--- config.mk ---
export PLATFORM = sky130hd
export DESIGN_NAME = board_top
export DESIGN_NICKNAME = d
export VERILOG_FILES = /design/src/rtl/board_pkg.sv /design/src/rtl/board_top.sv /design/src/rtl/sys_bus_decoder.sv /design/src/rtl/ctrl_regs.sv /design/src/rtl/dac_mixer.sv /design/src/rtl/analog_io.sv
export SDC_FILE = /design/constraint.sdc
export NUM_CORES = 1
export LEC_CHECK = 0
export ABC_AREA = 1
export CORE_UTILIZATION = 25
export CTS_CLUSTER_DIAMETER = 100
export DETAILED_ROUTE_END_ITERATION = 7
export DONT_BUFFER_PORTS = 1
export SYNTH_ARGS = -nofsm -noshare
export SYNTH_HDL_FRONTEND = slang
export SYNTH_SLANG_ARGS = --single-unit
--- constraint.sdc ---
create_clock -name adc_clk -period 5.2 [get_ports adc_clk]
set_clock_uncertainty 0.15 [all_clocks]
set_input_delay 1.04 -clock adc_clk [delete_from_list [all_inputs] [get_ports adc_clk]]
set_output_delay 1.04 -clock adc_clk [all_outputs]
set_load 0.05 [all_outputs]
--- src/rtl/board_pkg.sv ---
/*
 * board package
 * widths, system bus map and packed types shared by the board top level
 */
package board_pkg;

  //////////////////////////////////////////////////////////////////////
  // widths
  //////////////////////////////////////////////////////////////////////
  localparam int SMP_W     = 14;                // converter sample
  localparam int ADC_RAW_W = 16;                // adc port, 2 lsbs unused
  localparam int BUS_W     = 32;                // bus addr and data

  // bus regions
  localparam int N_REGION    = 8;
  localparam int REGION_W    = $clog2(N_REGION); // 3-bit region field
  localparam int REGION_LSB  = 20;
  localparam int REGION_CTRL = 0;               // ctrl_regs lives here

  // ctrl_regs offsets, low addr bits below the region field
  localparam logic [REGION_LSB-1:0] OFS_CTRL    = 'h00; // [0] loop_a, [1] loop_b
  localparam logic [REGION_LSB-1:0] OFS_LEVEL_A = 'h04; // signed, 14 lsbs
  localparam logic [REGION_LSB-1:0] OFS_LEVEL_B = 'h08;
  localparam logic [REGION_LSB-1:0] OFS_LED     = 'h0C; // 8 bits
  localparam logic [REGION_LSB-1:0] OFS_ID      = 'h10; // read only
  localparam logic [REGION_LSB-1:0] OFS_ADC     = 'h14; // a in 13..0, b in 29..16

  localparam logic [BUS_W-1:0] BOARD_ID = 32'hAD0C_0102;

  //////////////////////////////////////////////////////////////////////
  // packed types
  //////////////////////////////////////////////////////////////////////
  typedef logic signed [SMP_W-1:0] sample_t;    // two's complement

  typedef struct packed {
    sample_t a;
    sample_t b;
  } sample_pair_t;

  typedef struct packed {
    logic    loop_a;                            // add adc a to level a
    logic    loop_b;
    sample_t level_a;
    sample_t level_b;
  } mix_cfg_t;

  typedef struct packed {
    logic [BUS_W-1:0] addr;
    logic [BUS_W-1:0] wdata;                    // always full word
    logic             wen;                      // one-cycle pulse
    logic             ren;
  } bus_req_t;

  typedef struct packed {
    logic [BUS_W-1:0] rdata;
    logic             ack;                      // cycle after the request
    logic             err;                      // only together with ack
  } bus_rsp_t;

endpackage
--- src/rtl/board_top.sv ---
/*
 * board top level
 * bus fabric and two-channel adc to dac signal path, one clock domain
 */
module board_top
  import board_pkg::*;
(
  input  logic                 adc_clk,
  input  logic                 rst_i,
  // adc
  input  logic [ADC_RAW_W-1:0] adc_dat_a_i,
  input  logic [ADC_RAW_W-1:0] adc_dat_b_i,
  // system bus
  input  bus_req_t             bus_req_i,
  output bus_rsp_t             bus_rsp_o,
  // dac
  output logic [SMP_W-1:0]     dac_dat_a_o,
  output logic [SMP_W-1:0]     dac_dat_b_o,
  output logic [7:0]           led_o
);

  bus_req_t     ctrl_req;       // region 0 request
  bus_rsp_t     ctrl_rsp;
  sample_pair_t adc_pair;       // converted adc samples
  sample_pair_t mix_pair;       // saturated dac samples
  mix_cfg_t     mix_cfg;

  //////////////////////////////////////////////////////////////////////
  // bus fabric
  //////////////////////////////////////////////////////////////////////
  sys_bus_decoder u_decoder (
    .adc_clk    (adc_clk),
    .rst_i      (rst_i),
    .req_i      (bus_req_i),
    .rsp_o      (bus_rsp_o),
    .ctrl_req_o (ctrl_req),
    .ctrl_rsp_i (ctrl_rsp)
  );

  ctrl_regs u_ctrl (
    .adc_clk (adc_clk),
    .rst_i   (rst_i),
    .req_i   (ctrl_req),
    .rsp_o   (ctrl_rsp),
    .adc_i   (adc_pair),        // readback of the latest pair
    .cfg_o   (mix_cfg),
    .led_o   (led_o)
  );

  //////////////////////////////////////////////////////////////////////
  // signal path, pins to pins in 3 cycles
  //////////////////////////////////////////////////////////////////////
  analog_io u_analog (
    .adc_clk     (adc_clk),
    .rst_i       (rst_i),
    .adc_dat_a_i (adc_dat_a_i),
    .adc_dat_b_i (adc_dat_b_i),
    .adc_o       (adc_pair),
    .mix_i       (mix_pair),
    .dac_dat_a_o (dac_dat_a_o),
    .dac_dat_b_o (dac_dat_b_o)
  );

  dac_mixer u_mixer (
    .adc_clk (adc_clk),
    .rst_i   (rst_i),
    .adc_i   (adc_pair),
    .cfg_i   (mix_cfg),
    .mix_o   (mix_pair)
  );

endmodule

--- src/rtl/sys_bus_decoder.sv ---
/*
 * system bus decoder
 * splits the bus into 8 regions, routes region 0 to ctrl_regs,
 * acks the unused regions itself
 */
module sys_bus_decoder
  import board_pkg::*;
(
  input  logic     adc_clk,
  input  logic     rst_i,
  // master side
  input  bus_req_t req_i,
  output bus_rsp_t rsp_o,
  // ctrl_regs side
  output bus_req_t ctrl_req_o,
  input  bus_rsp_t ctrl_rsp_i
);

  logic [REGION_W-1:0] region;
  logic                to_ctrl;     // request targets ctrl_regs
  logic                req_any;
  logic                sel_ctrl_q;  // region of the last request
  logic                own_ack_q;   // ack for regions without a slave

  assign region  = req_i.addr[REGION_LSB +: REGION_W];
  assign to_ctrl = (region == REGION_W'(REGION_CTRL));
  assign req_any = req_i.wen | req_i.ren;

  // addr and wdata pass through, enables only for region 0
  always_comb
  begin
    ctrl_req_o     = req_i;
    ctrl_req_o.wen = req_i.wen & to_ctrl;
    ctrl_req_o.ren = req_i.ren & to_ctrl;
  end

  //////////////////////////////////////////////////////////////////////
  // remember the region, answer the empty ones
  //////////////////////////////////////////////////////////////////////
  always_ff @(posedge adc_clk)
  begin
    if (rst_i)
    begin
      sel_ctrl_q <= 1'b0;
      own_ack_q  <= 1'b0;
    end
    else
    begin
      if (req_any)
        sel_ctrl_q <= to_ctrl;
      own_ack_q <= req_any & ~to_ctrl;   // one-cycle pulse
    end
  end

  // response mux
  always_comb
  begin
    if (sel_ctrl_q)
      rsp_o = ctrl_rsp_i;
    else
    begin
      rsp_o.rdata = '0;
      rsp_o.ack   = own_ack_q;
      rsp_o.err   = 1'b0;         // empty regions never fail
    end
  end

endmodule

--- src/rtl/ctrl_regs.sv ---
/*
 * control registers, bus region 0
 * loop enables, dac levels, leds, id word and adc readback
 */
module ctrl_regs
  import board_pkg::*;
(
  input  logic         adc_clk,
  input  logic         rst_i,
  input  bus_req_t     req_i,       // enables already masked to region 0
  output bus_rsp_t     rsp_o,       // registered response
  input  sample_pair_t adc_i,       // latest adc pair
  output mix_cfg_t     cfg_o,
  output logic [7:0]   led_o
);

  logic [REGION_LSB-1:0] ofs;       // offset inside the region
  logic                  ofs_hit;   // listed offset
  logic [BUS_W-1:0]      rd_word;
  mix_cfg_t              cfg_q;
  logic [7:0]            led_q;

  assign ofs = req_i.addr[REGION_LSB-1:0];

  //////////////////////////////////////////////////////////////////////
  // read mux and offset check
  //////////////////////////////////////////////////////////////////////
  always_comb
  begin
    ofs_hit = 1'b1;
    rd_word = '0;
    case (ofs)
      OFS_CTRL:    rd_word = {{(BUS_W-2){1'b0}}, cfg_q.loop_b, cfg_q.loop_a};
      OFS_LEVEL_A: rd_word = {{(BUS_W-SMP_W){cfg_q.level_a[SMP_W-1]}}, cfg_q.level_a};
      OFS_LEVEL_B: rd_word = {{(BUS_W-SMP_W){cfg_q.level_b[SMP_W-1]}}, cfg_q.level_b};
      OFS_LED:     rd_word = {{(BUS_W-8){1'b0}}, led_q};
      OFS_ID:      rd_word = BOARD_ID;
      OFS_ADC:     rd_word = {2'b00, adc_i.b, 2'b00, adc_i.a};   // pair as seen now
      default:     ofs_hit = 1'b0;
    endcase
  end

  //////////////////////////////////////////////////////////////////////
  // register writes and response
  //////////////////////////////////////////////////////////////////////
  always_ff @(posedge adc_clk)
  begin
    if (rst_i)
    begin
      cfg_q <= '0;
      led_q <= '0;
      rsp_o <= '0;
    end
    else
    begin
      if (req_i.wen)
      begin
        case (ofs)
          OFS_CTRL:
          begin
            cfg_q.loop_a <= req_i.wdata[0];
            cfg_q.loop_b <= req_i.wdata[1];
          end
          OFS_LEVEL_A: cfg_q.level_a <= req_i.wdata[SMP_W-1:0];
          OFS_LEVEL_B: cfg_q.level_b <= req_i.wdata[SMP_W-1:0];
          OFS_LED:     led_q <= req_i.wdata[7:0];
          default:     ;                  // id and adc are read only
        endcase
      end
      // exactly one ack per request, next cycle
      rsp_o.ack   <= req_i.wen | req_i.ren;
      rsp_o.err   <= (req_i.wen | req_i.ren) & ~ofs_hit;
      rsp_o.rdata <= req_i.ren ? rd_word : '0;
    end
  end

  assign cfg_o = cfg_q;
  assign led_o = led_q;

endmodule

--- src/rtl/dac_mixer.sv ---
/*
 * dac mixer
 * per channel: level plus optional adc loopback, saturated to 14 bits
 */
module dac_mixer
  import board_pkg::*;
(
  input  logic         adc_clk,
  input  logic         rst_i,
  input  sample_pair_t adc_i,     // converted adc pair
  input  mix_cfg_t     cfg_i,     // loop enables and levels
  output sample_pair_t mix_o      // registered, 1 cycle
);

  // one channel of the mix
  // 15-bit sum, clamped to -8192..8191
  function automatic sample_t mix_ch(
    input sample_t level,
    input sample_t smp,
    input logic    loop_en
  );
    logic [SMP_W:0] addend;
    logic [SMP_W:0] sum;
    addend = loop_en ? {smp[SMP_W-1], smp} : '0;   // zero when loop is off
    sum    = {level[SMP_W-1], level} + addend;
    // top two bits differ -> overflow, clamp toward the sign
    if (sum[SMP_W] != sum[SMP_W-1])
      return {sum[SMP_W], {(SMP_W-1){~sum[SMP_W]}}};
    return sum[SMP_W-1:0];
  endfunction

  sample_pair_t mix_d;
  sample_pair_t mix_q;

  //////////////////////////////////////////////////////////////////////
  // sum and saturation
  //////////////////////////////////////////////////////////////////////
  always_comb
  begin
    mix_d.a = mix_ch(cfg_i.level_a, adc_i.a, cfg_i.loop_a);
    mix_d.b = mix_ch(cfg_i.level_b, adc_i.b, cfg_i.loop_b);
  end

  always_ff @(posedge adc_clk)
  begin
    if (rst_i)
      mix_q <= '0;              // mid scale on the dac
    else
      mix_q <= mix_d;
  end

  assign mix_o = mix_q;

endmodule

--- src/rtl/analog_io.sv ---
/*
 * analog io
 * adc capture into two's complement, dac output register back
 * into negative-slope offset binary
 */
module analog_io
  import board_pkg::*;
(
  input  logic                 adc_clk,
  input  logic                 rst_i,
  // adc side
  input  logic [ADC_RAW_W-1:0] adc_dat_a_i,   // ch a raw word
  input  logic [ADC_RAW_W-1:0] adc_dat_b_i,   // ch b raw word
  output sample_pair_t         adc_o,         // converted pair
  // dac side
  input  sample_pair_t         mix_i,         // mixed pair, signed
  output logic [SMP_W-1:0]     dac_dat_a_o,
  output logic [SMP_W-1:0]     dac_dat_b_o
);

  // same rule both ways: sign bit kept, lower bits inverted
  function automatic logic [SMP_W-1:0] flip_ob(input logic [SMP_W-1:0] v);
    return {v[SMP_W-1], ~v[SMP_W-2:0]};
  endfunction

  sample_pair_t     adc_q;                    // io register, converted
  logic [SMP_W-1:0] dac_a_q;
  logic [SMP_W-1:0] dac_b_q;

  //////////////////////////////////////////////////////////////////////
  // adc capture, 1 cycle
  //////////////////////////////////////////////////////////////////////
  always_ff @(posedge adc_clk)
  begin
    if (rst_i)
      adc_q <= '0;
    else
    begin
      // top 14 bits only
      adc_q.a <= flip_ob(adc_dat_a_i[ADC_RAW_W-1 -: SMP_W]);
      adc_q.b <= flip_ob(adc_dat_b_i[ADC_RAW_W-1 -: SMP_W]);
    end
  end

  assign adc_o = adc_q;

  //////////////////////////////////////////////////////////////////////
  // dac output register, 1 cycle
  //////////////////////////////////////////////////////////////////////
  always_ff @(posedge adc_clk)
  begin
    if (rst_i)
    begin
      dac_a_q <= {1'b0, {(SMP_W-1){1'b1}}};   // 0x1fff, code for zero
      dac_b_q <= {1'b0, {(SMP_W-1){1'b1}}};
    end
    else
    begin
      dac_a_q <= flip_ob(mix_i.a);
      dac_b_q <= flip_ob(mix_i.b);
    end
  end

  assign dac_dat_a_o = dac_a_q;
  assign dac_dat_b_o = dac_b_q;

endmodule

==> metrics.md, run 1 <==
| Metric | Value |
|---|---|
| Post-DP Area | 7420 sq um |
| Fin. Hold Viols | 0 |
| Total wire length | 19.6 mm |
| I/O Pins | 170 |
| Post-Synthesis Cells | 980 |
| First-pass detailed-route iteration total | 5 |
| M1 WL | 9.32 mm |
| Number of buffers created by CTS | 17 |
| Distinct cells, synth | 34 |
| Reg clk slew, reported paths | 0.06 ns |
| Die width | 171 microns |
| Yosys reg bits | 156 |
| Post-route design area | 7970 sq um |
| Reg2reg setup slack | 2.33 ns |
| Leakage | 3.92 nW |
| Critical path required time | 4.01 ns |
| R2r worst-path depth | 15 |
| Hold_sp | u_mixer.mix_o[6] |
| Vias/cell | 4.38 |
| Number of synthesized flops with an enable pin | 0 |
| CTS tree | built |
| Worst skew pair latency | 0.43 ns |
| Via count | 5926 |
| PD cells | 307 nW/um^2 |
| Root Driver | clkbuf_16 |
| Worst Hold Depth | 1 |
| Initial antenna violation count | 0 |
| Wire length on met3 | 1.37 mm |
| Reg2reg end | u_mixer.mix_o[11] |
| Final Max Tran Viols | 0 |
| Max-cap violation count | 0 |
| Pin count of the biggest net entering global routing | 65 |
| DR WL/cell | 14.5 microns |
| Die Ht | 171 microns |
| Met2 routed WL | 8.74 mm |
| FP Rows | 61 |
| Longest Clk Path Bufs | 2 |
| Syn avg cell area | 7.27 sq um |
| Min-Delay Endpoint | u_analog.dac_dat_b_o[6] |
| Fin Setup TNS | 0 ns |
| Number of antenna diodes | 0 |
| Hold Path Class | register to register |
| IO Port Bufs | 0 |
| Initial detailed-routing violation count | 394 |
| Hold buffer count at cts | 0 |
| Register area share after synthesis | 0.438 |
| Final ANT Viol Nets | 0 |
| Startpoint Class | register |
| Starting density of the core | 0.255 |
| Area grow syn2layout | 11.8% |
| Setup CP Type | register to output port |
| Post-CTS Repair Setup Buffers | 0 |
| Residual DRC | 0 |
| Core area | 27900 sq um |
| Final setup violating endpoints | 0 |
| Slew HR | 0.549 |
| Mapped Area | 7130 sq um |
| Crit-path max FO | 26 |
| Final worst-path cycle share | 0.571 |
| HPWL after DPL | 15.1 mm |
| Share of cells above drive strength 1 | 0.0678 |
| Leading cell type in the layout, fill and taps excluded | nand2_1 |
| Critical path capture point type | output port |
| Main synth FF type | dfxtp_1 |
| Post-CTS Resized | 0 |
| FF-to-FF Start | u_ctrl.cfg_o[28] |
| Peak VDD IR | 0.177 mV |
| Sinks on Clock Net | 156 |
| Vias in the first global route | 5500 |
| F_max | 337 MHz |
| Arrival time worst endpoint | 1.78 ns |
| Fraction of registers with async set or reset after synthesis | 0 |
| First-pass GRT wire length | 30.8 mm |
| Yosys warns | 0 |
| Syn Nets | 1110 |
| GPL Wtd Cong | 0.824 |
| Outcome | finished, final reports clean |
| Layout Nets | 1091 |
| Highest Signal Layer | met4 |
| H-tree depth | 4 |
| GRT Residual Overflow | 0 |
| Worst Tran Pin Value | 0.676 ns |
| GRT Total Usage | 0.140 |
| Hold slack | 0.215 ns |
| Total Die Area | 29200 sq um |
| Min Tclk post-route | 2.97 ns |
| RSZ-0062 raised after global routing | false |
| Most frequent cells in the layout | 255 x nand2_1, 156 x dfxtp_1, 126 x inv_1, 99 x a21oi_1, 87 x nor2_1 |
[routing by layer]
layer	global-route usage	up-vias
li1	-	3040
met1	0.182	2715
met2	0.219	156
met3	0.0451	15
met4	0.0443	0
met5	0	-
[flip-flops by register name (all words and copies together), names as in the netlist]
name	flops
u_mixer.mix_o	28
u_analog.dac_dat_a_o	14
u_ctrl.rsp_o	32
u_ctrl.led_o	8
u_analog.dac_dat_b_o	14
u_decoder.own_ack_q	1
u_decoder.sel_ctrl_q	1
u_ctrl.cfg_o	30
u_analog.adc_o	28
[cell type report]
class / count / area [sq um]
clock buffer: 23 / 468
tap: 378 / 473
sequential: 156 / 3120
timing repair buffer: 3 / 22.5
inverter: 136 / 510
clock inverter: 9 / 87.6
fill: 3130 / 20000
multi-input combinational: 647 / 3290
[cells by family (layout without fill, tap and decap cells)]
family	count (synthesis)	after routing	share of synthesized area
AO/OA/AOI/OAI	152	152	0.110
XOR/XNOR	20	20	0.0246
flip-flops	156	156	0.438
AND/OR/NAND/NOR	444	444	0.270
adder cells (fa/ha/maj)	30	30	0.0548
multiplexers	1	1	0.00158
buffers and inverters	177	171	0.101
[Yosys cell counts (4+ instances only)]
| cell type | instances | area (sq um) |
|---|---|---|
| inv_2 | 9 | 33.8 |
| inv_1 | 126 | 473 |
| o21bai_1 | 4 | 30.0 |
| nand2_2 | 6 | 37.5 |
| nor2_4 | 6 | 67.6 |
| nand4_1 | 6 | 37.5 |
| nor2_1 | 87 | 327 |
| and2_1 | 4 | 25.0 |
| ha_1 | 28 | 350 |
| nand3_1 | 54 | 270 |
| nand3_2 | 7 | 70.1 |
| buf_4 | 8 | 60.1 |
| xor2_1 | 12 | 105 |
| xnor2_1 | 8 | 70.1 |
| buf_2 | 7 | 35.0 |
| a21oi_1 | 99 | 495 |
| a31oi_1 | 10 | 62.6 |
| o21ai_0 | 38 | 190 |
| dfxtp_1 | 156 | 3120 |
| clkbuf_1 | 21 | 78.8 |
| nor3_1 | 8 | 40.0 |
| nand2_1 | 255 | 957 |
[how the worst max path moves through the flow]
stage	start	endpoint	slack, ns	cells past startpoint
final	u_decoder.sel_ctrl_q	bus_rsp_o[32]	2.23	4
after detailed placement	bus_req_i[35]	u_ctrl.rsp_o[29]	1.92	8
after global routing	u_ctrl.cfg_o[28]	u_mixer.mix_o[10]	1.95	14
after global placement	bus_req_i[35]	u_ctrl.rsp_o[29]	1.98	8
after floorplan	u_decoder.sel_ctrl_q	bus_rsp_o[17]	2.56	5
after CTS	u_decoder.sel_ctrl_q	bus_rsp_o[32]	2.20	4
[metrics by stage]
stage	power, mW	cells	util	setup WS, ns
2_1_floorplan	1.27	980	-	2.56
3_3_place_gp	1.28	1320	0.265	1.98
3_5_place_dp	1.28	1320	0.265	1.92
4_1_cts	2.49	1352	0.285	2.20
5_1_grt	2.55	1352	0.285	1.95
6_report	2.45	1352	0.285	2.23
[worst max-delay path, cell delays in order (launching register included)]
cell and delay, ns:
dfxtp_1 0.46, buf_4 0.35, nand2_1 0.08, inv_1 0.06
buf_4 0.37
[report_power, final]
group / switching (mW) / total, mW / internal (mW) / leakage [nW]
clock: 0.510 / 1.19 / 0.684 / 0.260
sequential: 0.0104 / 1.22 / 1.21 / 1.27
combinational: 0.0268 / 0.0366 / 0.00978 / 2.40
Power figures use the tool's default switching activity.
==> run 2, diff against run 1 <==
clock period = 2.88 ns   (was 5.2 ns; I/O delays follow)
==> metrics.md, run 2 (synthesized netlist as in run 1, its figures left out) <==
| Metric | Value |
|---|---|
| Longest Clk Path Bufs | 2 (unchanged) |
| Leakage | 4.05 nW (+3.3%) |
| Post-Place Cells | 1332 (+0.91%) |
| Setup CP Type | register to register |
| Pin count of the biggest net entering global routing | 65 (unchanged) |
| Via count | 5850 (-1.3%) |
| GPL Wtd Cong | 0.815 (-1.1%) |
| Die Ht | 171 microns (unchanged) |
| Number of antenna diodes | 0 (unchanged) |
| CTS tree | built |
| Startpoint Class | register |
| Worst Tran Pin Value | 0.686 ns (+0.00945 ns) |
| Arrival time worst endpoint | 2.81 ns (+1.03 ns) |
| Residual DRC | 0 (unchanged) |
| Leading cell type in the layout, fill and taps excluded | nand2_1 |
| Share of cells above drive strength 1 | 0.0822 (+0.0144) |
| Min-Delay Endpoint | u_analog.adc_o[5] |
| Die width | 171 microns (unchanged) |
| PD cells | 589 nW/um^2 (+92%) |
| Starting density of the core | 0.255 (unchanged) |
| Post-CTS Resized | 0 (unchanged) |
| Clock share of power | 0.531 (+0.043) |
| FP Rows | 61 (unchanged) |
| Number of buffers created by CTS | 17 (unchanged) |
| Hold_sp | adc_dat_b_i[7] |
| Vias/cell | 4.29 (-2.2%) |
| R2r worst-path depth | 17 (+2) |
| GRT Total Usage | 0.142 (+0.00151) |
| Worst Hold Depth | 1 (unchanged) |
| Post-CTS Repair Setup Buffers | 0 (unchanged) |
| Layout Cells excl Fill | 1364 (+0.89%) |
| Layout Nets | 1103 (+1.1%) |
| Fin. Hold Viols | 0 (unchanged) |
| Min Tclk post-route | 2.60 ns |
| Initial antenna violation count | 0 (unchanged) |
| Core area | 27900 sq um (unchanged) |
| Slew HR | 0.542 (-0.00631) |
| DR WL/cell | 14.4 microns (-0.68%) |
| Outcome | finished, final reports clean |
| Final worst-path cycle share | 0.902 |
| Switching fraction of total power | 0.214 (-0.00958) |
| Final ANT Viol Nets | 0 (unchanged) |
| Most frequent cells in the layout | 255 x nand2_1, 156 x dfxtp_1, 126 x inv_1, 99 x a21oi_1, 87 x nor2_1 |
| Combinational share of power | 0.014 (about the same) |
| I/O Pins | 170 (unchanged) |
| Sinks on Clock Net | 156 (unchanged) |
| HPWL after DPL | 15.2 mm (+0.64%) |
| Reg clk slew, reported paths | 0.07 ns (about the same) |
| Hold buffer count at cts | 0 (unchanged) |
| Vias in the first global route | 5679 (+3.3%) |
| Post-route design area | 8200 sq um (+2.8%) |
| Sequential Power Share | 0.455 (-0.042) |
| Total design power | 4.83 mW (+97%) |
| GRT Residual Overflow | 0 (unchanged) |
| Peak VDD IR | 0.314 mV (+78%) |
| Max FFs per register | 32 (unchanged) |
| First-pass detailed-route iteration total | 5 (unchanged) |
| Final Max Tran Viols | 0 (unchanged) |
| Final setup violating endpoints | 0 (unchanged) |
| Root Driver | clkbuf_16 |
| First-pass GRT wire length | 31.2 mm (+1.1%) |
| Hold Path Class | primary input to register |
| Initial detailed-routing violation count | 348 (-12%) |
| Critical path capture point type | register |
| Crit-path max FO | 15 (-42%) |
| Total wire length | 19.7 mm (+0.20%) |
| H-tree depth | 4 (unchanged) |
| Post-DP Area | 7530 sq um (+1.6%) |
| RSZ-0062 raised after global routing | false |
| F_max | 385 MHz |
| Max-cap violation count | 0 (unchanged) |
| Total Die Area | 29200 sq um (unchanged) |
| Reg2reg end | u_mixer.mix_o[0] |
| Critical path required time | 3.09 ns (-0.92 ns) |
| Area grow syn2layout | 15.0% |
| Reg with most FFs | u_ctrl.rsp_o |
| IO Port Bufs | 0 (unchanged) |
| Reg2reg setup slack | 0.28 ns (-2.05 ns) |
| Worst skew pair latency | 0.43 ns (about the same) |
| FF-to-FF Start | u_ctrl.cfg_o[28] |
| Net Sw Power | 1.03 mW (+89%) |
| Fin Setup TNS | 0 ns (unchanged) |
| Pint | 3.80 mW (+100%) |
## run 2: cell types whose count changed in the layout (fill, tap and decap cells not counted), sizes merged
cell	previous run	this run
inv	136	138
clkbuf	23	20
buf	3	15
clkinvlp	4	1
bufinv	1	5
## run 2: per-stage QoR
| step | worst slack (ns) | util | hold slack, ns |
|---|---|---|---|
| detailed placement | 0.286 | 0.270 | 0.206 |
| global placement | 0.282 | 0.270 | 0.208 |
| global route | 0.00219 | 0.293 | 0.0276 |
| floorplan | 0.405 | - | 0.202 |
| finish | 0.282 | 0.293 | 0.0499 |
| CTS | 0.270 | 0.293 | 0.0313 |
## run 2: power by group through the flow
stage	Sequential (mW)	Clock [mW]	Combinational [mW]
final	2.20	2.56	0.0673
after global routing	2.20	2.72	0.0772
after CTS	2.20	2.61	0.0683
after detailed placement	2.25	0	0.0682
after global placement	2.25	0	0.0668
after floorplan	2.24	0	0.0638
## run 2: worst max-delay path by stage
stage	from	end	slack, ns	cells after the start
after global routing	u_ctrl.cfg_o[29]	u_mixer.mix_o[14]	0.002	15
after floorplan	u_ctrl.cfg_o[28]	u_mixer.mix_o[11]	0.40	15
after detailed placement	u_ctrl.cfg_o[29]	u_mixer.mix_o[25]	0.29	14
after CTS	u_ctrl.cfg_o[29]	u_mixer.mix_o[25]	0.27	14
after global placement	u_ctrl.cfg_o[29]	u_mixer.mix_o[25]	0.28	14
final	u_ctrl.cfg_o[28]	u_mixer.mix_o[0]	0.28	17
## run 2: worst max-delay path: stages, from the launching register on
cell and delay (ns):
dfxtp_1 0.31, buf_4 0.19, nand2_1 0.08, inv_1 0.04, ha_1 0.23, fa_1 0.42, nand2_1 0.10, nand2_1 0.07
nand3b_1 0.08, nand2_1 0.08, nand2_1 0.09, nand2_1 0.05, nand2_1 0.08, nand2_1 0.07, nand2_1 0.11, buf_4 0.16
nand2_1 0.05, a21oi_1 0.13
## run 2: cell type report
type	instances	area, sq um
Inverter	136	510
Timing Repair Buffer	15	138
Multi-Input combinational cell	647	3290
Fill cell	3060	19700
Clock inverter	12	209
Sequential cell	156	3120
Clock buffer	20	457
Tap cell	378	473
## run 2: per-layer routing
layer / share of wire / up-vias / GRT usage
li1: - / 3065 / -
met5: 0 / - / 0
met2: 0.44 / 144 / 0.220
met1: 0.48 / 2620 / 0.185
met4: 0.016 / 0 / 0.0512
met3: 0.067 / 21 / 0.0423
